$ cat src/rtl/gba_load_params.svh
// Download path parameters
// Widths and fixed constants shared by the loader front end
`ifndef GBA_LOAD_PARAMS_SVH
`define GBA_LOAD_PARAMS_SVH

// ====================
// Host stream
// ====================
`define GBA_ADDR_W      27   // Host byte address
`define GBA_DATA_W      16   // Host data, one half-word per strobe

// ====================
// Consumers
// ====================
`define GBA_BIOS_AW     12   // BIOS word address, byte bits 13:2
`define GBA_CHEAT_W     128  // Flags, address, compare, replace
`define GBA_CHEAT_INDEX 255  // Download index reserved for cheats

// Cartridge header title
`define GBA_TITLE_LINE  10   // 16-byte line at 0xA0
`define GBA_TITLE_BYTES 12   // Title length in bytes
`define GBA_QUIRK_N     6    // Entries in the quirk table

`endif

$ cat src/rtl/gba_dl_pkg.sv
// Download stream types
// Classes of host download and the word slots of a cheat code
`default_nettype none

package gba_dl_pkg;

	// ====================
	// Download kinds
	// ====================
	typedef enum logic [1:0] {
		DL_NONE  = 2'd0, // No download running
		DL_BIOS  = 2'd1, // Index zero
		DL_CART  = 2'd2, // Any other index
		DL_CHEAT = 2'd3  // Index all ones
	} dl_kind_t;

	// ====================
	// Cheat word slots
	// ====================
	// Encoding equals byte offset bits 3:1 inside a 16-byte code
	typedef enum logic [2:0] {
		FLAGS_LO = 3'd0, // Offset 0
		FLAGS_HI = 3'd1, // Offset 2
		ADDR_LO  = 3'd2, // Offset 4
		ADDR_HI  = 3'd3, // Offset 6
		CMP_LO   = 3'd4, // Offset 8
		CMP_HI   = 3'd5, // Offset 10
		REPL_LO  = 3'd6, // Offset 12
		REPL_HI  = 3'd7  // Offset 14, completes the code
	} cheat_slot_t;

endpackage

`default_nettype wire

$ cat src/rtl/gba_cart_pkg.sv
// Cartridge property types
// Cart class, quirk classes and the title table for quirk matching
`default_nettype none

`include "gba_load_params.svh"

package gba_cart_pkg;

	// Cart class, straight from index bits 7:6
	typedef logic [1:0] cart_type_t;

	typedef enum logic [1:0] {
		QK_NONE       = 2'd0, // Plain cartridge
		QK_SRAM       = 2'd1, // SRAM/flash access disabled
		QK_SRAM_REMAP = 2'd2  // SRAM disabled plus memory remap
	} quirk_t;

	typedef struct packed {
		logic [`GBA_TITLE_BYTES*8-1:0] title; // ASCII, first char in top byte
		quirk_t                        quirk;
	} quirk_entry_t;

	// ====================
	// Title table
	// ====================
	// Short titles are padded with zero bytes on the right
	localparam quirk_entry_t QUIRK_TABLE [`GBA_QUIRK_N] = '{
		'{title: "ROCKY BOXING",             quirk: QK_SRAM},
		'{title: "DBZ TAIKETSU",             quirk: QK_SRAM},
		'{title: {"IRIDIONII", 24'h000000},  quirk: QK_SRAM},
		'{title: {"BOMBER MAN", 16'h0000},   quirk: QK_SRAM_REMAP}, // NES classics
		'{title: {"SUPER MARIO", 8'h00},     quirk: QK_SRAM_REMAP},
		'{title: {"ZELDA 1", 40'h0000000000}, quirk: QK_SRAM_REMAP}
	};

endpackage

`default_nettype wire

$ cat src/rtl/gba_dl_decode.sv
// Download stream decoder
// Registers the host download stream once and sorts it by index
// into BIOS, cartridge or cheat traffic, with start and end pulses
`timescale 1ns/10ps
`default_nettype none

`include "gba_load_params.svh"

module gba_dl_decode (
	input  wire logic                   clk_sys,
	input  wire logic                   reset,
	input  wire logic                   dl_active_i, // Download level from host
	input  wire logic [7:0]             dl_index_i,
	input  wire logic [`GBA_ADDR_W-1:0] dl_addr_i,
	input  wire logic [`GBA_DATA_W-1:0] dl_data_i,
	input  wire logic                   dl_wr_i,     // One-cycle write strobe
	output gba_dl_pkg::dl_kind_t        dl_kind_o,
	output logic      [7:0]             dl_index_o,
	output logic      [`GBA_ADDR_W-1:0] dl_addr_o,
	output logic      [`GBA_DATA_W-1:0] dl_data_o,
	output logic                        dl_wr_o,
	output logic                        dl_start_o,  // First registered cycle of a download
	output logic                        dl_end_o     // First registered cycle after it
);
	import gba_dl_pkg::*;

	localparam logic [7:0] CHEAT_INDEX = `GBA_CHEAT_INDEX;

	logic     active_q; // Previous registered download level
	dl_kind_t kind_d;

	// Classify the raw index, nothing while idle
	always_comb begin
		if (!dl_active_i)
			kind_d = DL_NONE;
		else if (dl_index_i == 8'd0)
			kind_d = DL_BIOS;
		else if (dl_index_i == CHEAT_INDEX)
			kind_d = DL_CHEAT;
		else
			kind_d = DL_CART; // Index bits 7:6 carry the cart class
	end

	// ====================
	// Control pipeline
	// ====================
	always_ff @(posedge clk_sys) begin
		if (reset) begin
			active_q   <= 1'b0;
			dl_kind_o  <= DL_NONE;
			dl_wr_o    <= 1'b0;
			dl_start_o <= 1'b0;
			dl_end_o   <= 1'b0;
		end else begin
			active_q   <= dl_active_i;
			dl_kind_o  <= kind_d;
			dl_wr_o    <= dl_wr_i & dl_active_i; // Stray strobes outside a download dropped
			dl_start_o <= dl_active_i & ~active_q;  // Rising edge
			dl_end_o   <= ~dl_active_i & active_q;  // Falling edge
		end
	end

	// Payload copy, same cycle as the control bits
	always_ff @(posedge clk_sys) begin
		dl_index_o <= dl_index_i;
		dl_addr_o  <= dl_addr_i;
		dl_data_o  <= dl_data_i;
	end

endmodule

`default_nettype wire

$ cat src/rtl/gba_bios_pack.sv
// BIOS write packer
// Joins two 16-bit BIOS halves into one 32-bit word write
`timescale 1ns/10ps
`default_nettype none

`include "gba_load_params.svh"

module gba_bios_pack (
	input  wire logic                    clk_sys,
	input  wire logic                    reset,
	input  wire gba_dl_pkg::dl_kind_t    dl_kind_i,
	input  wire logic [`GBA_ADDR_W-1:0]  dl_addr_i,
	input  wire logic [`GBA_DATA_W-1:0]  dl_data_i,
	input  wire logic                    dl_wr_i,
	output logic      [`GBA_BIOS_AW-1:0] bios_addr_o, // Word address
	output logic      [31:0]             bios_data_o,
	output logic                         bios_wr_o    // One pulse per word
);
	import gba_dl_pkg::*;

	logic                   bios_wr_en;
	logic [`GBA_DATA_W-1:0] low_half; // Last half with address bit 1 clear

	assign bios_wr_en = dl_wr_i && (dl_kind_i == DL_BIOS);

	// Write pulse only needs reset
	always_ff @(posedge clk_sys) begin
		if (reset)
			bios_wr_o <= 1'b0;
		else
			bios_wr_o <= bios_wr_en & dl_addr_i[1]; // Upper half closes the word
	end

	// ====================
	// Word assembly
	// ====================
	always_ff @(posedge clk_sys) begin
		if (bios_wr_en) begin
			if (!dl_addr_i[1]) begin
				low_half <= dl_data_i; // Hold until the partner arrives
			end else begin
				bios_data_o <= {dl_data_i, low_half};
				bios_addr_o <= dl_addr_i[`GBA_BIOS_AW+1:2];
			end
		end
	end

endmodule

`default_nettype wire

$ cat src/rtl/gba_cheat_assemble.sv
// Cheat code assembler
// Places eight 16-bit words into one 128-bit code by byte offset
// and pulses valid on the last word, clear at each cheat download
`timescale 1ns/10ps
`default_nettype none

`include "gba_load_params.svh"

module gba_cheat_assemble (
	input  wire logic                    clk_sys,
	input  wire logic                    reset,
	input  wire gba_dl_pkg::dl_kind_t    dl_kind_i,
	input  wire logic                    dl_start_i,
	input  wire logic [`GBA_ADDR_W-1:0]  dl_addr_i,
	input  wire logic [`GBA_DATA_W-1:0]  dl_data_i,
	input  wire logic                    dl_wr_i,
	output logic      [`GBA_CHEAT_W-1:0] cheat_code_o,
	output logic                         cheat_valid_o, // Code complete
	output logic                         cheat_clear_o  // Drop all held codes
);
	import gba_dl_pkg::*;

	logic        code_wr;
	cheat_slot_t slot;

	assign code_wr = dl_wr_i && (dl_kind_i == DL_CHEAT);
	assign slot    = cheat_slot_t'(dl_addr_i[3:1]); // Offset inside the 16-byte code

	always_ff @(posedge clk_sys) begin
		if (reset) begin
			cheat_valid_o <= 1'b0;
			cheat_clear_o <= 1'b0;
		end else begin
			cheat_clear_o <= dl_start_i && (dl_kind_i == DL_CHEAT);
			cheat_valid_o <= code_wr && (slot == REPL_HI);
		end
	end

	// ====================
	// Slot placement
	// ====================
	// {flags, address, compare, replace} from bit 127 down, low word first in each field
	always_ff @(posedge clk_sys) begin
		if (code_wr) begin
			case (slot)
				FLAGS_LO: cheat_code_o[111:96]  <= dl_data_i;
				FLAGS_HI: cheat_code_o[127:112] <= dl_data_i;
				ADDR_LO:  cheat_code_o[79:64]   <= dl_data_i;
				ADDR_HI:  cheat_code_o[95:80]   <= dl_data_i;
				CMP_LO:   cheat_code_o[47:32]   <= dl_data_i;
				CMP_HI:   cheat_code_o[63:48]   <= dl_data_i;
				REPL_LO:  cheat_code_o[15:0]    <= dl_data_i;
				REPL_HI:  cheat_code_o[31:16]   <= dl_data_i; // Valid fires with this one
			endcase
		end
	end

endmodule

`default_nettype wire

$ cat src/rtl/gba_cart_scan.sv
// Cartridge scanner
// Watches cart download data for the 1M flash signature and the
// header title, picks compatibility quirks from the title and keeps
// the cart class, loaded flag and last written address
`timescale 1ns/10ps
`default_nettype none

`include "gba_load_params.svh"

module gba_cart_scan (
	input  wire logic                    clk_sys,
	input  wire logic                    reset,
	input  wire gba_dl_pkg::dl_kind_t    dl_kind_i,
	input  wire logic [7:0]              dl_index_i,
	input  wire logic                    dl_start_i,
	input  wire logic                    dl_end_i,
	input  wire logic [`GBA_ADDR_W-1:0]  dl_addr_i,
	input  wire logic [`GBA_DATA_W-1:0]  dl_data_i,
	input  wire logic                    dl_wr_i,
	output gba_cart_pkg::cart_type_t     cart_type_o,
	output logic                         cart_loaded_o,
	output logic                         flash_1m_o,     // "FLASH1M_V" seen in the image
	output logic      [`GBA_ADDR_W-3:0]  max_pak_addr_o, // Last word address, bits 26:2
	output logic                         sram_disable_o,
	output logic                         mem_remap_o
);
	import gba_dl_pkg::*;
	import gba_cart_pkg::*;

	localparam logic [71:0]               FLASH_SIG  = "FLASH1M_V";
	localparam logic [`GBA_ADDR_W-5:0]    TITLE_LINE = `GBA_TITLE_LINE;
	localparam logic [3:0]                TITLE_END  = `GBA_TITLE_BYTES; // Offset of lookup write
	localparam logic [3:0]                TITLE_TOP  = `GBA_TITLE_BYTES - 2;

	logic                          cart_wr;
	logic                          in_cart;   // Cart download running
	logic [63:0]                   history;   // Last eight bytes, oldest on top
	logic [`GBA_TITLE_BYTES*8-1:0] cart_id;   // Title being collected
	logic [`GBA_ADDR_W-1:0]        last_addr; // Most recent cart write
	logic                          title_hit;
	logic [6:0]                    title_lsb;
	logic                          sig_even;
	logic                          sig_odd;
	quirk_t                        quirk_hit;

	// Walk the table, last match wins
	function automatic quirk_t quirk_lookup(input logic [`GBA_TITLE_BYTES*8-1:0] id);
		quirk_t q;
		q = QK_NONE;
		for (int i = 0; i < `GBA_QUIRK_N; i++) begin
			if (QUIRK_TABLE[i].title == id)
				q = QUIRK_TABLE[i].quirk;
		end
		return q;
	endfunction

	assign cart_wr   = dl_wr_i && (dl_kind_i == DL_CART);
	assign title_hit = (dl_addr_i[`GBA_ADDR_W-1:4] == TITLE_LINE);
	assign title_lsb = {TITLE_TOP - dl_addr_i[3:0], 3'd0}; // First word lands on top
	assign quirk_hit = quirk_lookup(cart_id);

	// Signature ending on the low byte, or on the high byte of this word
	assign sig_even = ({history, dl_data_i[7:0]} == FLASH_SIG);
	assign sig_odd  = ({history[55:0], dl_data_i[7:0], dl_data_i[15:8]} == FLASH_SIG);

	// ====================
	// Cart properties
	// ====================
	always_ff @(posedge clk_sys) begin
		if (reset) begin
			in_cart        <= 1'b0;
			cart_type_o    <= '0;
			cart_loaded_o  <= 1'b0;
			flash_1m_o     <= 1'b0;
			sram_disable_o <= 1'b0;
			mem_remap_o    <= 1'b0;
		end else begin
			if (dl_start_i && (dl_kind_i == DL_CART)) begin
				in_cart        <= 1'b1;
				cart_type_o    <= cart_type_t'(dl_index_i[7:6]);
				cart_loaded_o  <= 1'b1;
				flash_1m_o     <= 1'b0; // New image, fresh detection
				sram_disable_o <= 1'b0;
				mem_remap_o    <= 1'b0;
			end
			if (dl_end_i)
				in_cart <= 1'b0;

			if (cart_wr && (sig_even || sig_odd))
				flash_1m_o <= 1'b1;

			// Title complete, apply its class
			if (cart_wr && title_hit && (dl_addr_i[3:0] == TITLE_END)) begin
				sram_disable_o <= (quirk_hit != QK_NONE);
				mem_remap_o    <= (quirk_hit == QK_SRAM_REMAP);
			end
		end
	end

	// ====================
	// Data capture
	// ====================
	always_ff @(posedge clk_sys) begin
		if (cart_wr) begin
			history   <= {history[47:0], dl_data_i[7:0], dl_data_i[15:8]}; // Low byte is first
			last_addr <= dl_addr_i;
			if (title_hit && (dl_addr_i[3:0] < TITLE_END))
				cart_id[title_lsb +: 16] <= {dl_data_i[7:0], dl_data_i[15:8]}; // Byte swap
		end
		if (dl_end_i && in_cart)
			max_pak_addr_o <= last_addr[`GBA_ADDR_W-1:2];
	end

endmodule

`default_nettype wire

$ cat src/rtl/gba_loader_top.sv
// Download front end top level
// Registered host stream fans out to the BIOS packer, the cheat
// assembler and the cartridge scanner
`timescale 1ns/10ps
`default_nettype none

`include "gba_load_params.svh"

module gba_loader_top (
	input  wire logic                    clk_sys,
	input  wire logic                    reset,
	input  wire logic                    dl_active_i,
	input  wire logic [7:0]              dl_index_i,
	input  wire logic [`GBA_ADDR_W-1:0]  dl_addr_i,
	input  wire logic [`GBA_DATA_W-1:0]  dl_data_i,
	input  wire logic                    dl_wr_i,
	output logic      [`GBA_BIOS_AW-1:0] bios_addr_o,
	output logic      [31:0]             bios_data_o,
	output logic                         bios_wr_o,
	output logic      [`GBA_CHEAT_W-1:0] cheat_code_o,
	output logic                         cheat_valid_o,
	output logic                         cheat_clear_o,
	output gba_cart_pkg::cart_type_t     cart_type_o,
	output logic                         cart_loaded_o,
	output logic                         flash_1m_o,
	output logic      [`GBA_ADDR_W-3:0]  max_pak_addr_o,
	output logic                         sram_disable_o,
	output logic                         mem_remap_o
);
	import gba_dl_pkg::*;

	// Registered stream, shared by all consumers
	dl_kind_t               dl_kind;
	logic [7:0]             dl_index;
	logic [`GBA_ADDR_W-1:0] dl_addr;
	logic [`GBA_DATA_W-1:0] dl_data;
	logic                   dl_wr;
	logic                   dl_start;
	logic                   dl_end;

	gba_dl_decode dl_decode_i (
		.clk_sys     (clk_sys),
		.reset       (reset),
		.dl_active_i (dl_active_i),
		.dl_index_i  (dl_index_i),
		.dl_addr_i   (dl_addr_i),
		.dl_data_i   (dl_data_i),
		.dl_wr_i     (dl_wr_i),
		.dl_kind_o   (dl_kind),
		.dl_index_o  (dl_index),
		.dl_addr_o   (dl_addr),
		.dl_data_o   (dl_data),
		.dl_wr_o     (dl_wr),
		.dl_start_o  (dl_start),
		.dl_end_o    (dl_end)
	);

	gba_bios_pack bios_pack_i (
		.clk_sys     (clk_sys),
		.reset       (reset),
		.dl_kind_i   (dl_kind),
		.dl_addr_i   (dl_addr),
		.dl_data_i   (dl_data),
		.dl_wr_i     (dl_wr),
		.bios_addr_o (bios_addr_o),
		.bios_data_o (bios_data_o),
		.bios_wr_o   (bios_wr_o)
	);

	gba_cheat_assemble cheat_assemble_i (
		.clk_sys       (clk_sys),
		.reset         (reset),
		.dl_kind_i     (dl_kind),
		.dl_start_i    (dl_start),
		.dl_addr_i     (dl_addr),
		.dl_data_i     (dl_data),
		.dl_wr_i       (dl_wr),
		.cheat_code_o  (cheat_code_o),
		.cheat_valid_o (cheat_valid_o),
		.cheat_clear_o (cheat_clear_o)
	);

	gba_cart_scan cart_scan_i (
		.clk_sys        (clk_sys),
		.reset          (reset),
		.dl_kind_i      (dl_kind),
		.dl_index_i     (dl_index),
		.dl_start_i     (dl_start),
		.dl_end_i       (dl_end),
		.dl_addr_i      (dl_addr),
		.dl_data_i      (dl_data),
		.dl_wr_i        (dl_wr),
		.cart_type_o    (cart_type_o),
		.cart_loaded_o  (cart_loaded_o),
		.flash_1m_o     (flash_1m_o),
		.max_pak_addr_o (max_pak_addr_o),
		.sram_disable_o (sram_disable_o),
		.mem_remap_o    (mem_remap_o)
	);

endmodule

`default_nettype wire

$ cat config.mk
export PLATFORM = sky130hd
export DESIGN_NAME = gba_loader_top
export DESIGN_NICKNAME = d
export VERILOG_FILES = /design/src/rtl/gba_dl_pkg.sv /design/src/rtl/gba_cart_pkg.sv /design/src/rtl/gba_dl_decode.sv /design/src/rtl/gba_bios_pack.sv /design/src/rtl/gba_cheat_assemble.sv /design/src/rtl/gba_cart_scan.sv /design/src/rtl/gba_loader_top.sv
export VERILOG_INCLUDE_DIRS = /design/src /design/src/rtl
export SDC_FILE = /design/constraint.sdc
export NUM_CORES = 1
export LEC_CHECK = 0
export BUFFER_PORTS_ARGS = -buffer_cell sky130_fd_sc_hd__buf_2
export CORE_MARGIN = 10
export CORE_UTILIZATION = 40
export CTS_BUF_LIST = sky130_fd_sc_hd__clkbuf_8
export CTS_CLUSTER_DIAMETER = 150
export DETAILED_ROUTE_END_ITERATION = 16
export SLEW_MARGIN = 40
export SYNTH_ARGS = -nofsm -noshare
export SYNTH_HDL_FRONTEND = slang
export SYNTH_SLANG_ARGS = --single-unit
$ cat constraint.sdc
create_clock -name clk_sys -period 5.7 [get_ports clk_sys]
set_input_delay 0.285 -clock clk_sys [delete_from_list [all_inputs] [get_ports clk_sys]]
set_output_delay 0.285 -clock clk_sys [all_outputs]
set_load 0.05 [all_outputs]
# Word-level counts from Yosys, hierarchy flattened
# Cells that the tools add are included.
# W data, S select, Z words.
# op_classes
addsub	2
n_lt_le_gt_ge	1
eq_ne	22
n_shift	2
n_mux	13
n_bitwise	7
reduce_logical	31
# ops
op	count
$eq A95 B96 Y1 const A	6
$eq A72 B71 Y1 const B	2
$bwmux W96	1
$shift A16 B9 Y96 const A	1
$shiftx A16 B9 Y96	1
$eq A23 B4 Y1 const B	1
$reduce_and A2 Y1	11
$eq A3 B3 Y1 const B	4
$logic_and A1 B1 Y1	11
$mux W1	9
$neg A7 Y9	1
$eq A8 B8 Y1 const B	1
$logic_not A8 Y1	1
$eq A2 B2 Y1 const B	3
$eq A3 B2 Y1 const B	2
$mux W2	3
$reduce_bool A2 Y1	3
$and A1 B1 Y1	4
$eq A4 B4 Y1 const B	1
$lt A4 B4 Y1 const B	1
$reduce_or A2 Y1	2
$sub A4 B4 Y4 const A	1
$eq A3 B1 Y1 const B	1
$logic_not A3 Y1	1
4 further kinds	6
# word_totals
regBits	467
inputBits	55
output_inout_bits	206
wordCells	111

# Longest topological paths before layout
# Gate-level depths: netlist of the first run.
# depth
depth_word	9
ltp_mapped	13

# Hierarchy
# A second synthesis of the first run with hierarchy kept.
# hier_totals
cells_unflattened	908
hier_area_um2	15997.8
# modules_own_cells
module	n_inst	cells_each	area_per_inst_um2	seq_area_each_um2
gba_cart_scan	1	629	8944.8	6446.2
gba_cheat_assemble	1	145	3973.8	3883.7
gba_bios_pack	1	64	1853.0	1821.7
gba_dl_decode	1	70	1226.2	1141.1

# Least setup slack after synthesis of the first run
# No wires, ideal clock.
# synth_timing
path_kind	reg-to-reg
start	register dl_decode_i.dl_addr_o[1]
end	register bios_pack_i.bios_addr_o[0] (enable)
setup_ns	0.500
arrival_ns	3.779
t_required_ns	5.200
path_slack_ns	1.421
path_stages_with_launch	4
path_buffers	1
synth_period_minus_slack_ns	4.279
path_cell_list	dfxtp_1 clkbuf_1 inv_1 nor3_1
# synth_via
elab_chain_cells	1
# synth_lines
element	line	source
start, declared	gba_dl_decode.sv:19	output logic [`GBA_ADDR_W-1:0] dl_addr_o,
start signal, assigned	gba_dl_decode.sv:66	dl_addr_o <= dl_addr_i;
$reduce_and A2 Y1 (no line)	n/a	
end signal, assigned	gba_bios_pack.sv:43	bios_addr_o <= dl_addr_i[`GBA_BIOS_AW+1:2];
end, declared	gba_bios_pack.sv:15	output logic [`GBA_BIOS_AW-1:0] bios_addr_o,
# Every way passes these cells.
# A chain may end at the register's enable or synchronous reset.

# Final worst setup path of the first run
# layout_timing
start	register dl_decode_i.dl_addr_o[0]
end	register cart_scan_i.cart_id[38] (enable)
# layout_via
elab_chain_cells	3
# layout_lines
element	line	source
$lt A4 B4 Y1	gba_cart_scan.sv:107	if (title_hit && (dl_addr_i[3:0] < TITLE_END))
$logic_and A1 B1 Y1	gba_cart_scan.sv:107	
$reduce_and A2 Y1 (no line)	n/a	
end signal, assigned by index	gba_cart_scan.sv:108	cart_id[title_lsb +: 16] <= {dl_data_i[7:0], dl_data_i[15:8]};
end, declared	gba_cart_scan.sv:38	logic [`GBA_TITLE_BYTES*8-1:0] cart_id;
# Every way passes these cells.

==> results of run 1 <==
-- power groups by stage --
stage / Clock [mW] / Sequential (mW) / Combinational [mW]
6_report: 2.74 / 3.69 / 0.258
5_1_grt: 2.96 / 3.69 / 0.277
4_1_cts: 2.82 / 3.69 / 0.254
3_5_place_dp: 0 / 3.76 / 0.225
3_3_place_gp: 0 / 3.75 / 0.219
2_1_floorplan: 0 / 3.76 / 0.121
-- layout make-up --
cell class | instances | share of cell area
repair buffers | 342 | 0.101
multi-input cells | 453 | 0.138
clock buffers | 81 | 0.0554
diodes | 2 | 0.000249
inverters | 6 | 0.00118
well taps | 525 | 0.0326
flip-flops and latches | 459 | 0.654
clock inverters | 58 | 0.0171
-- cell families (layout without fill, tap and decap cells) --
| logic type | count (synthesis) | count (layout) | share of synthesized area |
|---|---|---|---|
| AOI/OAI and AO/OA | 73 | 73 | 0.0307 |
| DFF | 459 | 459 | 0.821 |
| and+or+nand+nor | 364 | 364 | 0.127 |
| buffers and inverters | 39 | 487 | 0.0102 |
| muxes | 9 | 9 | 0.00585 |
| other | 0 | 2 | 0 |
| xor gates and xnor gates | 3 | 3 | 0.00211 |
| adders and majority gates | 4 | 4 | 0.00312 |
-- layout by cell type, fill, tap and decap left out, drive strengths merged, types with 4 or more instances in the layout --
| cell | instances |
|---|---|
| and4 | 4 |
| nor3b | 6 |
| dfxtp | 61 |
| a21oi | 26 |
| clkbuf | 81 |
| nand4 | 28 |
| and4b | 8 |
| nor3 | 25 |
| or2 | 12 |
| a22o | 19 |
| buf | 292 |
| nor4 | 29 |
| nand2 | 46 |
| and3b | 4 |
| and2 | 13 |
| clkinv | 19 |
| nand3 | 18 |
| dlygate4sd3 | 50 |
| edfxtp | 398 |
| nor4bb | 7 |
| nand2b | 5 |
| or4 | 5 |
| nor4b | 20 |
| o21ai | 6 |
| mux2i | 9 |
| ha | 4 |
| and3 | 8 |
| nand4b | 8 |
| inv | 40 |
| nor2 | 109 |
| a31oi | 8 |
-- worst max-delay path: cells and delay by family (launching register included) --
family / cells / cell delay (ns)
AND/OR/NAND/NOR: 3 / 1.20
adder cells (fa/ha/maj): 1 / 0.30
buffers and inverters: 3 / 0.81
AO/OA/AOI/OAI: 1 / 0.38
flip-flops: 1 / 0.31
multiplexers: 1 / 0.31
XOR/XNOR: 1 / 0.29
-- layer usage --
layer,up-vias,share of wire
met5,-,0
li1,4491,-
met2,556,0.44
met1,4751,0.41
met4,0,0.019
met3,74,0.14
-- synth_stat cells (all sizes together), types with 3 or more instances --
library cell	count
a21oi	26
a22o	19
a31oi	8
and2	13
and3	8
and3b	4
and4	4
and4b	8
buf	12
clkbuf	21
dfxtp	61
edfxtp	398
ha	4
inv	6
mux2i	9
nand2	46
nand2b	5
nand3	18
nand3b	3
nand4	28
nand4b	8
nor2	109
nor2b	3
nor3	25
nor3b	6
nor4	29
nor4b	20
nor4bb	7
o21a	3
o21ai	6
or2	12
or4	5
-- registers in the layout, indices dropped and copies added, names as in the netlist, 2 cells and up --
name and flops:
bios_pack_i.bios_data_o 32, bios_pack_i.low_half 16, dl_decode_i.dl_index_o 2, dl_decode_i.dl_addr_o 27, cart_scan_i.cart_id 96, dl_decode_i.dl_data_o 16
dl_decode_i.dl_kind_o 2, bios_pack_i.bios_addr_o 12, cart_scan_i.cart_type_o 2, cart_scan_i.max_pak_addr_o 25, cheat_assemble_i.cheat_code_o 128, cart_scan_i.last_addr 25
cart_scan_i.history 64
-- worst max path at each step --
| stage | startpoint | to |
|---|---|---|
| 3_3_place_gp | dl_decode_i.dl_addr_o[0] | cart_scan_i.cart_id[26] |
| 4_1_cts | dl_decode_i.dl_addr_o[0] | cart_scan_i.cart_id[38] |
| 3_5_place_dp | dl_decode_i.dl_addr_o[0] | cart_scan_i.cart_id[37] |
| 5_1_grt | dl_decode_i.dl_addr_o[1] | cart_scan_i.cart_id[38] |
| 6_report | dl_decode_i.dl_addr_o[0] | cart_scan_i.cart_id[38] |
| 2_1_floorplan | dl_decode_i.dl_addr_o[1] | bios_pack_i.bios_addr_o[0] |
-- per-stage QoR --
step / utilization / power, mW
after global routing: 0.507 / 6.93
after floorplan: - / 3.88
after detailed placement: 0.457 / 3.98
final: 0.507 / 6.68
after global placement: 0.456 / 3.97
after CTS: 0.506 / 6.75
==> reports/qor.yml, run 1 <==
status: "finished, final reports clean"
power_frac_comb: 0.039
syn2layout_area_growth_pct: 25.6
numCtsBuffers: 75
synth_area_leader_cell: "edfxtp_1"
regArea_um2: 13200
synth_area_leaders: "edfxtp_1 (75%), dfxtp_1 (7.6%), nor2_1 (2.5%)"
grt_usage: 0.182
dp_hpwl_um: 29800
wl_per_cell_um: 23.1
cts_resized: 0
setup_tns_ns: 0
die-area_um2: 48500
critPathKind: "reg -> reg"
post-route-period-util: 0.695
route.detailed.drc: 0
ir_drop_uv: 288
core-area_um2: 39700
end_kind: "flip-flop"
drive_above_1_share: 0.306
post-place-cells: 1734
synth.net_count: 1010
design_area_um2: 20100
cts_sinks: 459
maxSlewViolCount: 0
vias_per_cell: 5.13
drv_cap: 0
place_area_um2: 18200
clock_latency_ns: 0.64
startpoint_type: "flip-flop"
cts.reportedPaths.clkPinSlew_ns: 0.06
clockRootBuffer: "clkbuf_8"
power_density_nw_per_um2: 332
setup_viol: 0
path_max_fanout: 41
dr.pass1.iters: 5
place_ws_ns: 1.25
clkPwrFrac: 0.410
antenna_found_initial: 2
arrival_ns: 4.23
synthCells: 951
synth_edf_count: 398
switching_share: 0.225
postCtsSetupBuffers: 0
busiest_layer: "met2"
multiInputGateArea_um2: 2780
ys_warn_count: 0
synthFlopType: "edfxtp_1"
synth-seq-cells: 459
use_met2: 0.269
reg2reg_depth: 10
power_leakage_nw: 7.00
hold_viol: 0
hold-path-cell-count: 2
grt_pass1_wl_um: 65400
reg2reg_from: "dl_decode_i.dl_addr_o[0]"
cts_tree: "done"
min_from: "reset"
critical_path.cell_chain: "buf_4 > inv_1 > ha_1 > buf_4 > nand2b_1 > mux2i_2 > xor2_2 > nand3b_1 > a21o_1 > nor2_1"
max_stage_delay_ns: 0.55
finalNonFillerCells: 1926
layout.nets: 1396
p_switching_mw: 1.50
avgSynthCellArea_um2: 16.9
required_ns: 5.97
grt_util_met3: 0.0862
gp_congestion: 0.911
path_common_cell: "buf_4"
rows: 73
grt_pass1_vias: 10200
max-slew-margin-rel: 0.471
synth_top_area_share: 0.745
seqPwrFrac: 0.551
port_buffers: 260
cp_slowest_cell: "nor2_1"
min_path_type: "in -> reg"
ys_async_sr_fraction: 0
min_period_ns: 3.96
wl_um: 44400
grt.overflow.total: 0
whs_endpoint: "cart_scan_i.cart_loaded_o"
ys_seq_area_frac: 0.821
initial_core_util: 0.404
layout_setup_ws_ns: 1.74
ctsLongestPathBuffers: 3
die_x_um: 220
ys_types: 52
hold_buffers: 50
syn_area_um2: 16000
rsz0062_at_grt: "no"
fin_skew_ns: 0.0371
use_met1: 0.234
reg2reg_to: "cart_scan_i.cart_id[38]"
worst_pin_slew_ns: 0.782
die_h_um: 220
ios: 261
fmax_mhz: 253
htree_levels: 3
whs_ns: 0.0557
grt_max_degree: 65
rrSetupSlack_ns: 1.74
p_int_mw: 5.18
vias: 9872
n_fill_cell: 3344
ant_nets: 0
drtIter0Drc: 954
Note: power is estimated with default switching activity, not from simulation.
==> inputs of run 2 (changes only) <==
==> constraint.sdc (replaced) <==
create_clock -name clk_sys -period 3.3 [get_ports clk_sys]
set_input_delay 0.165 -clock clk_sys [delete_from_list [all_inputs] [get_ports clk_sys]]
set_output_delay 0.165 -clock clk_sys [all_outputs]
set_load 0.05 [all_outputs]
==> reports/qor.yml, run 2 (synthesis results as in run 1) <==
critical_path.cell_chain: "inv_1 > ha_1 > nand2b_1 > mux2i_2 > xor2_2 > nand3b_1 > a21o_1 > nor2_2"
wl_per_cell_um: 23.4
ctsLongestPathBuffers: 3
dr.pass1.iters: 5
ios: 261
max_stage_delay_ns: 0.40
status: "finished, final reports clean"
power_leakage_nw: 7.08
htree_levels: 3
port_buffers: 260
fin_skew_ns: 0.0379
power_density_nw_per_um2: 571
critPathKind: "reg -> reg"
clock_latency_ns: 0.62
die_h_um: 220
cts_resized: 0
clockRootBuffer: "clkbuf_8"
startpoint_type: "flip-flop"
cp_slowest_cell: "dfxtp_1"
drive_above_1_share: 0.307
maxSlewViolCount: 0
final_common_cell: "edfxtp_1"
syn2layout_area_growth_pct: 26.4
vias_per_cell: 5.17
numCtsBuffers: 75
crit_family: "simple AND/OR/NAND/NOR gates"
grt_usage: 0.187
end_kind: "flip-flop"
cts_tree: "done"
setup_tns_ns: 0
largest_reg_flops: 128
postCtsSetupBuffers: 0
ir_drop_uv: 442
cts.reportedPaths.clkPinSlew_ns: 0.06
grt_pass1_vias: 10300
most-common-layout-cells: "edfxtp_1 (398), buf_2 (260), nor2_1 (102)"
setup_viol: 0
arrival_ns: 3.16
wl_um: 45400
die_x_um: 220
initial_core_util: 0.404
vias: 10000
rsz0062_at_grt: "no"
rows: 73
whs_ns: 0.183
hold_buffers: 54
grt_max_degree: 45
grt_pass1_wl_um: 66900
post-route-period-util: 0.878
min_path_type: "in -> reg"
hold_viol: 0
largest_register: "cheat_assemble_i.cheat_code_o"
max-slew-margin-rel: 0.446
fmax_mhz: 345
ant_nets: 0
drv_cap: 0
antenna_found_initial: 3
n_fill_cell: 3307
layout.nets: 1413
gp_congestion: 0.898
worst_pin_slew_ns: 0.824
drtIter0Drc: 820
cts_sinks: 459
reg.largest.list: "cheat_assemble_i.cheat_code_o (128), cart_scan_i.cart_id (96), cart_scan_i.history (64)"
worst-path-buf-inv: 1
core-area_um2: 39700
min_period_ns: 2.90
grt.overflow.total: 0
route.detailed.drc: 0
die-area_um2: 48500
path_max_fanout: 10
dp_hpwl_um: 30800
required_ns: 3.56
==> run 2: layer usage <==
| layer | up-vias | wire, um | track usage |
|---|---|---|---|
| li1 | 4520 | - | - |
| met5 | - | 13 | 0 |
| met2 | 509 | 20200 | 0.280 |
| met4 | 2 | 1240 | 0.0701 |
| met3 | 92 | 5350 | 0.0807 |
| met1 | 4892 | 18600 | 0.238 |
==> run 2: area by class of cell <==
type | instances | area, um^2 | area share
Clock buffer | 83 | 1140 | 0.0563
Sequential cell | 459 | 13200 | 0.650
Timing Repair Buffer | 359 | 2200 | 0.109
Inverter | 6 | 23.8 | 0.00117
Tap cell | 525 | 657 | 0.0324
Antenna cell | 2 | 5.00 | 0.000247
Clock inverter | 52 | 303 | 0.0149
Multi-Input combinational cell | 453 | 2770 | 0.137
==> run 2: final timing paths <==
kind | startpoint | endpoint | slack (ns) | cells past startpoint
max | dl_decode_i.dl_addr_o[0] | cart_scan_i.cart_id[38] | 0.40 | 8
min | dl_addr_i[6] | dl_decode_i.dl_addr_o[6] | 0.18 | 2
max reg2reg | dl_decode_i.dl_addr_o[0] | cart_scan_i.cart_id[38] | 0.40 | 8
min reg2reg | cart_scan_i.last_addr[25] | cart_scan_i.max_pak_addr_o[23] | 0.41 | 0
==> run 2: power by group <==
part | internal (mW) | total (mW) | switching, mW | leakage [nW]
Combinational | 0.162 | 0.462 | 0.300 | 2.32
Clock | 2.55 | 4.74 | 2.19 | 0.856
Sequential | 6.33 | 6.37 | 0.0360 | 3.91
Total | 9.04 | 11.6 | 2.53 | 7.08
==> run 2: stage by stage <==
step / cell area, um^2 / total power, mW / instances / setup slack, ns / util
2_1_floorplan: 16100 / 6.71 / 951 / 0.0614 / -
3_3_place_gp: 18300 / 6.89 / 1748 / 0.407 / 0.460
3_5_place_dp: 18300 / 6.90 / 1748 / 0.381 / 0.460
4_1_cts: 20300 / 11.7 / 1937 / 0.377 / 0.510
5_1_grt: 20300 / 12.0 / 1939 / 0.145 / 0.510
6_report: 20300 / 11.6 / 1939 / 0.403 / 0.510
==> run 2: worst reg2reg max path, cell delays in order (launching register included) <==
cell and delay [ns]:
dfxtp_1 0.40, inv_1 0.09, ha_1 0.32, nand2b_1 0.13
mux2i_2 0.26, xor2_2 0.30, nand3b_1 0.30, a21o_1 0.37
nor2_2 0.39
==> inputs of run 3 (changes only) <==
--- a/config.mk
+++ b/config.mk
@@ -12,6 +12,7 @@
 export CTS_BUF_LIST = sky130_fd_sc_hd__clkbuf_8
 export CTS_CLUSTER_DIAMETER = 150
 export DETAILED_ROUTE_END_ITERATION = 16
+export RECOVER_POWER = 25
 export SLEW_MARGIN = 40
 export SYNTH_ARGS = -nofsm -noshare
 export SYNTH_HDL_FRONTEND = slang
==> reports/qor.yml, run 3 (synthesis results as in run 1) <==
die_x_um: 220
numCtsBuffers: 75
vias: 9960
arrival_ns: 3.15
startpoint_type: "flip-flop"
grt.overflow.total: 0
final_core_util: 0.509
drive_above_1_share: 0.292
ctsLongestPathBuffers: 3
rsz0062_at_grt: "no"
whs_ns: 0.184
port_buffers: 260
ir_drop_uv: 446
most-common-layout-cells: "edfxtp_1 (398), buf_2 (246), nor2_1 (102)"
dr.pass1.iters: 5
largest_reg_flops: 128
grt_max_degree: 45
min_period_ns: 2.89
cts_sinks: 459
hold_viol: 0
setup_tns_ns: 0
min_path_type: "in -> reg"
largest_register: "cheat_assemble_i.cheat_code_o"
setup_viol: 0
cts_resized: 0
layout.nets: 1413
fmax_mhz: 346
rows: 73
initial_core_util: 0.404
grt_pass1_vias: 10300
path_max_fanout: 10
cts_tree: "done"
critPathKind: "reg -> reg"
grt_usage: 0.187
power_leakage_nw: 7.01
die_h_um: 220
route.detailed.drc: 0
antenna_found_initial: 3
wl_per_cell_um: 23.4
violations: "capacitance limit, slew limit"
max-slew-margin-rel: -0.0190
status: "complete, but fails checks"
dp_hpwl_um: 30800
final_common_cell: "edfxtp_1"
reg.largest.list: "cheat_assemble_i.cheat_code_o (128), cart_scan_i.cart_id (96), cart_scan_i.history (64)"
worst_pin_slew_ns: 1.53
die-area_um2: 48500
grt_pass1_wl_um: 66900
drv_cap: 1
maxSlewViolCount: 20
ios: 261
ant_nets: 0
htree_levels: 3
power_density_nw_per_um2: 571
drtIter0Drc: 821
fin_skew_ns: 0.0377
required_ns: 3.56
wl_um: 45300
post-route-period-util: 0.876
core-area_um2: 39700
gp_congestion: 0.898
clockRootBuffer: "clkbuf_8"
end_kind: "flip-flop"
clock_latency_ns: 0.62
vias_per_cell: 5.14
syn2layout_area_growth_pct: 26.1
cts.reportedPaths.clkPinSlew_ns: 0.06
==> run 3: stage by stage <==
stage / cells / instance area (um^2) / power [mW] / setup WS, ns
after floorplan: 951 / 16100 / 6.71 / 0.0614
after detailed placement: 1748 / 18300 / 6.90 / 0.381
after CTS: 1937 / 20300 / 11.7 / 0.377
final: 1939 / 20200 / 11.6 / 0.409
after global placement: 1748 / 18300 / 6.89 / 0.407
after global routing: 1939 / 20200 / 12.0 / 0.145
==> run 3: worst paths after layout <==
path                             start                        endpoint  slack [ns]  cells after the start
max           dl_decode_i.dl_addr_o[0]         cart_scan_i.cart_id[38]        0.41                      8
min                       dl_addr_i[6]        dl_decode_i.dl_addr_o[6]        0.18                      2
max reg2reg   dl_decode_i.dl_addr_o[0]         cart_scan_i.cart_id[38]        0.41                      8
min reg2reg  cart_scan_i.last_addr[25]  cart_scan_i.max_pak_addr_o[23]        0.41                      0
==> run 3: layout make-up <==
cell class	instances	area, um^2
diodes	2	5.00
clock buffers	83	1140
clock inverters	52	303
fillers	3319	19500
inverters	6	23.8
multi-input cells	453	2770
flip-flops and latches	459	13200
well taps	525	657
repair buffers	359	2160
==> run 3: routing by layer <==
layer / part of all wire / vias up / routed length, um / track usage
li1: - / 4521 / - / -
met1: 0.41 / 4844 / 18600 / 0.238
met2: 0.45 / 507 / 20200 / 0.280
met3: 0.12 / 86 / 5220 / 0.0807
met4: 0.027 / 2 / 1220 / 0.0701
met5: 0.00029 / - / 13 / 0
==> run 3: worst max-delay path: stages (launching register included) <==
cell and delay (ns):
dfxtp_1 0.40, inv_1 0.09, ha_1 0.32, nand2b_1 0.13
mux2i_2 0.26, xor2_2 0.30, nand3b_1 0.30, a21o_1 0.37
nor2_2 0.38
==> run 3: repair_timing <==
action,in CTS,in global routing
setup buffers,0,0
endpoints found under the hold margin,58,0
hold buffers,54,0
setup endpoints to repair,0,0
==> run 3: where the power goes <==
group / internal [mW] / total (mW) / switching [mW]
sequential: 6.33 / 6.37 / 0.0359
combinational: 0.155 / 0.456 / 0.301
clock: 2.55 / 4.74 / 2.19
total: 9.04 / 11.6 / 2.52
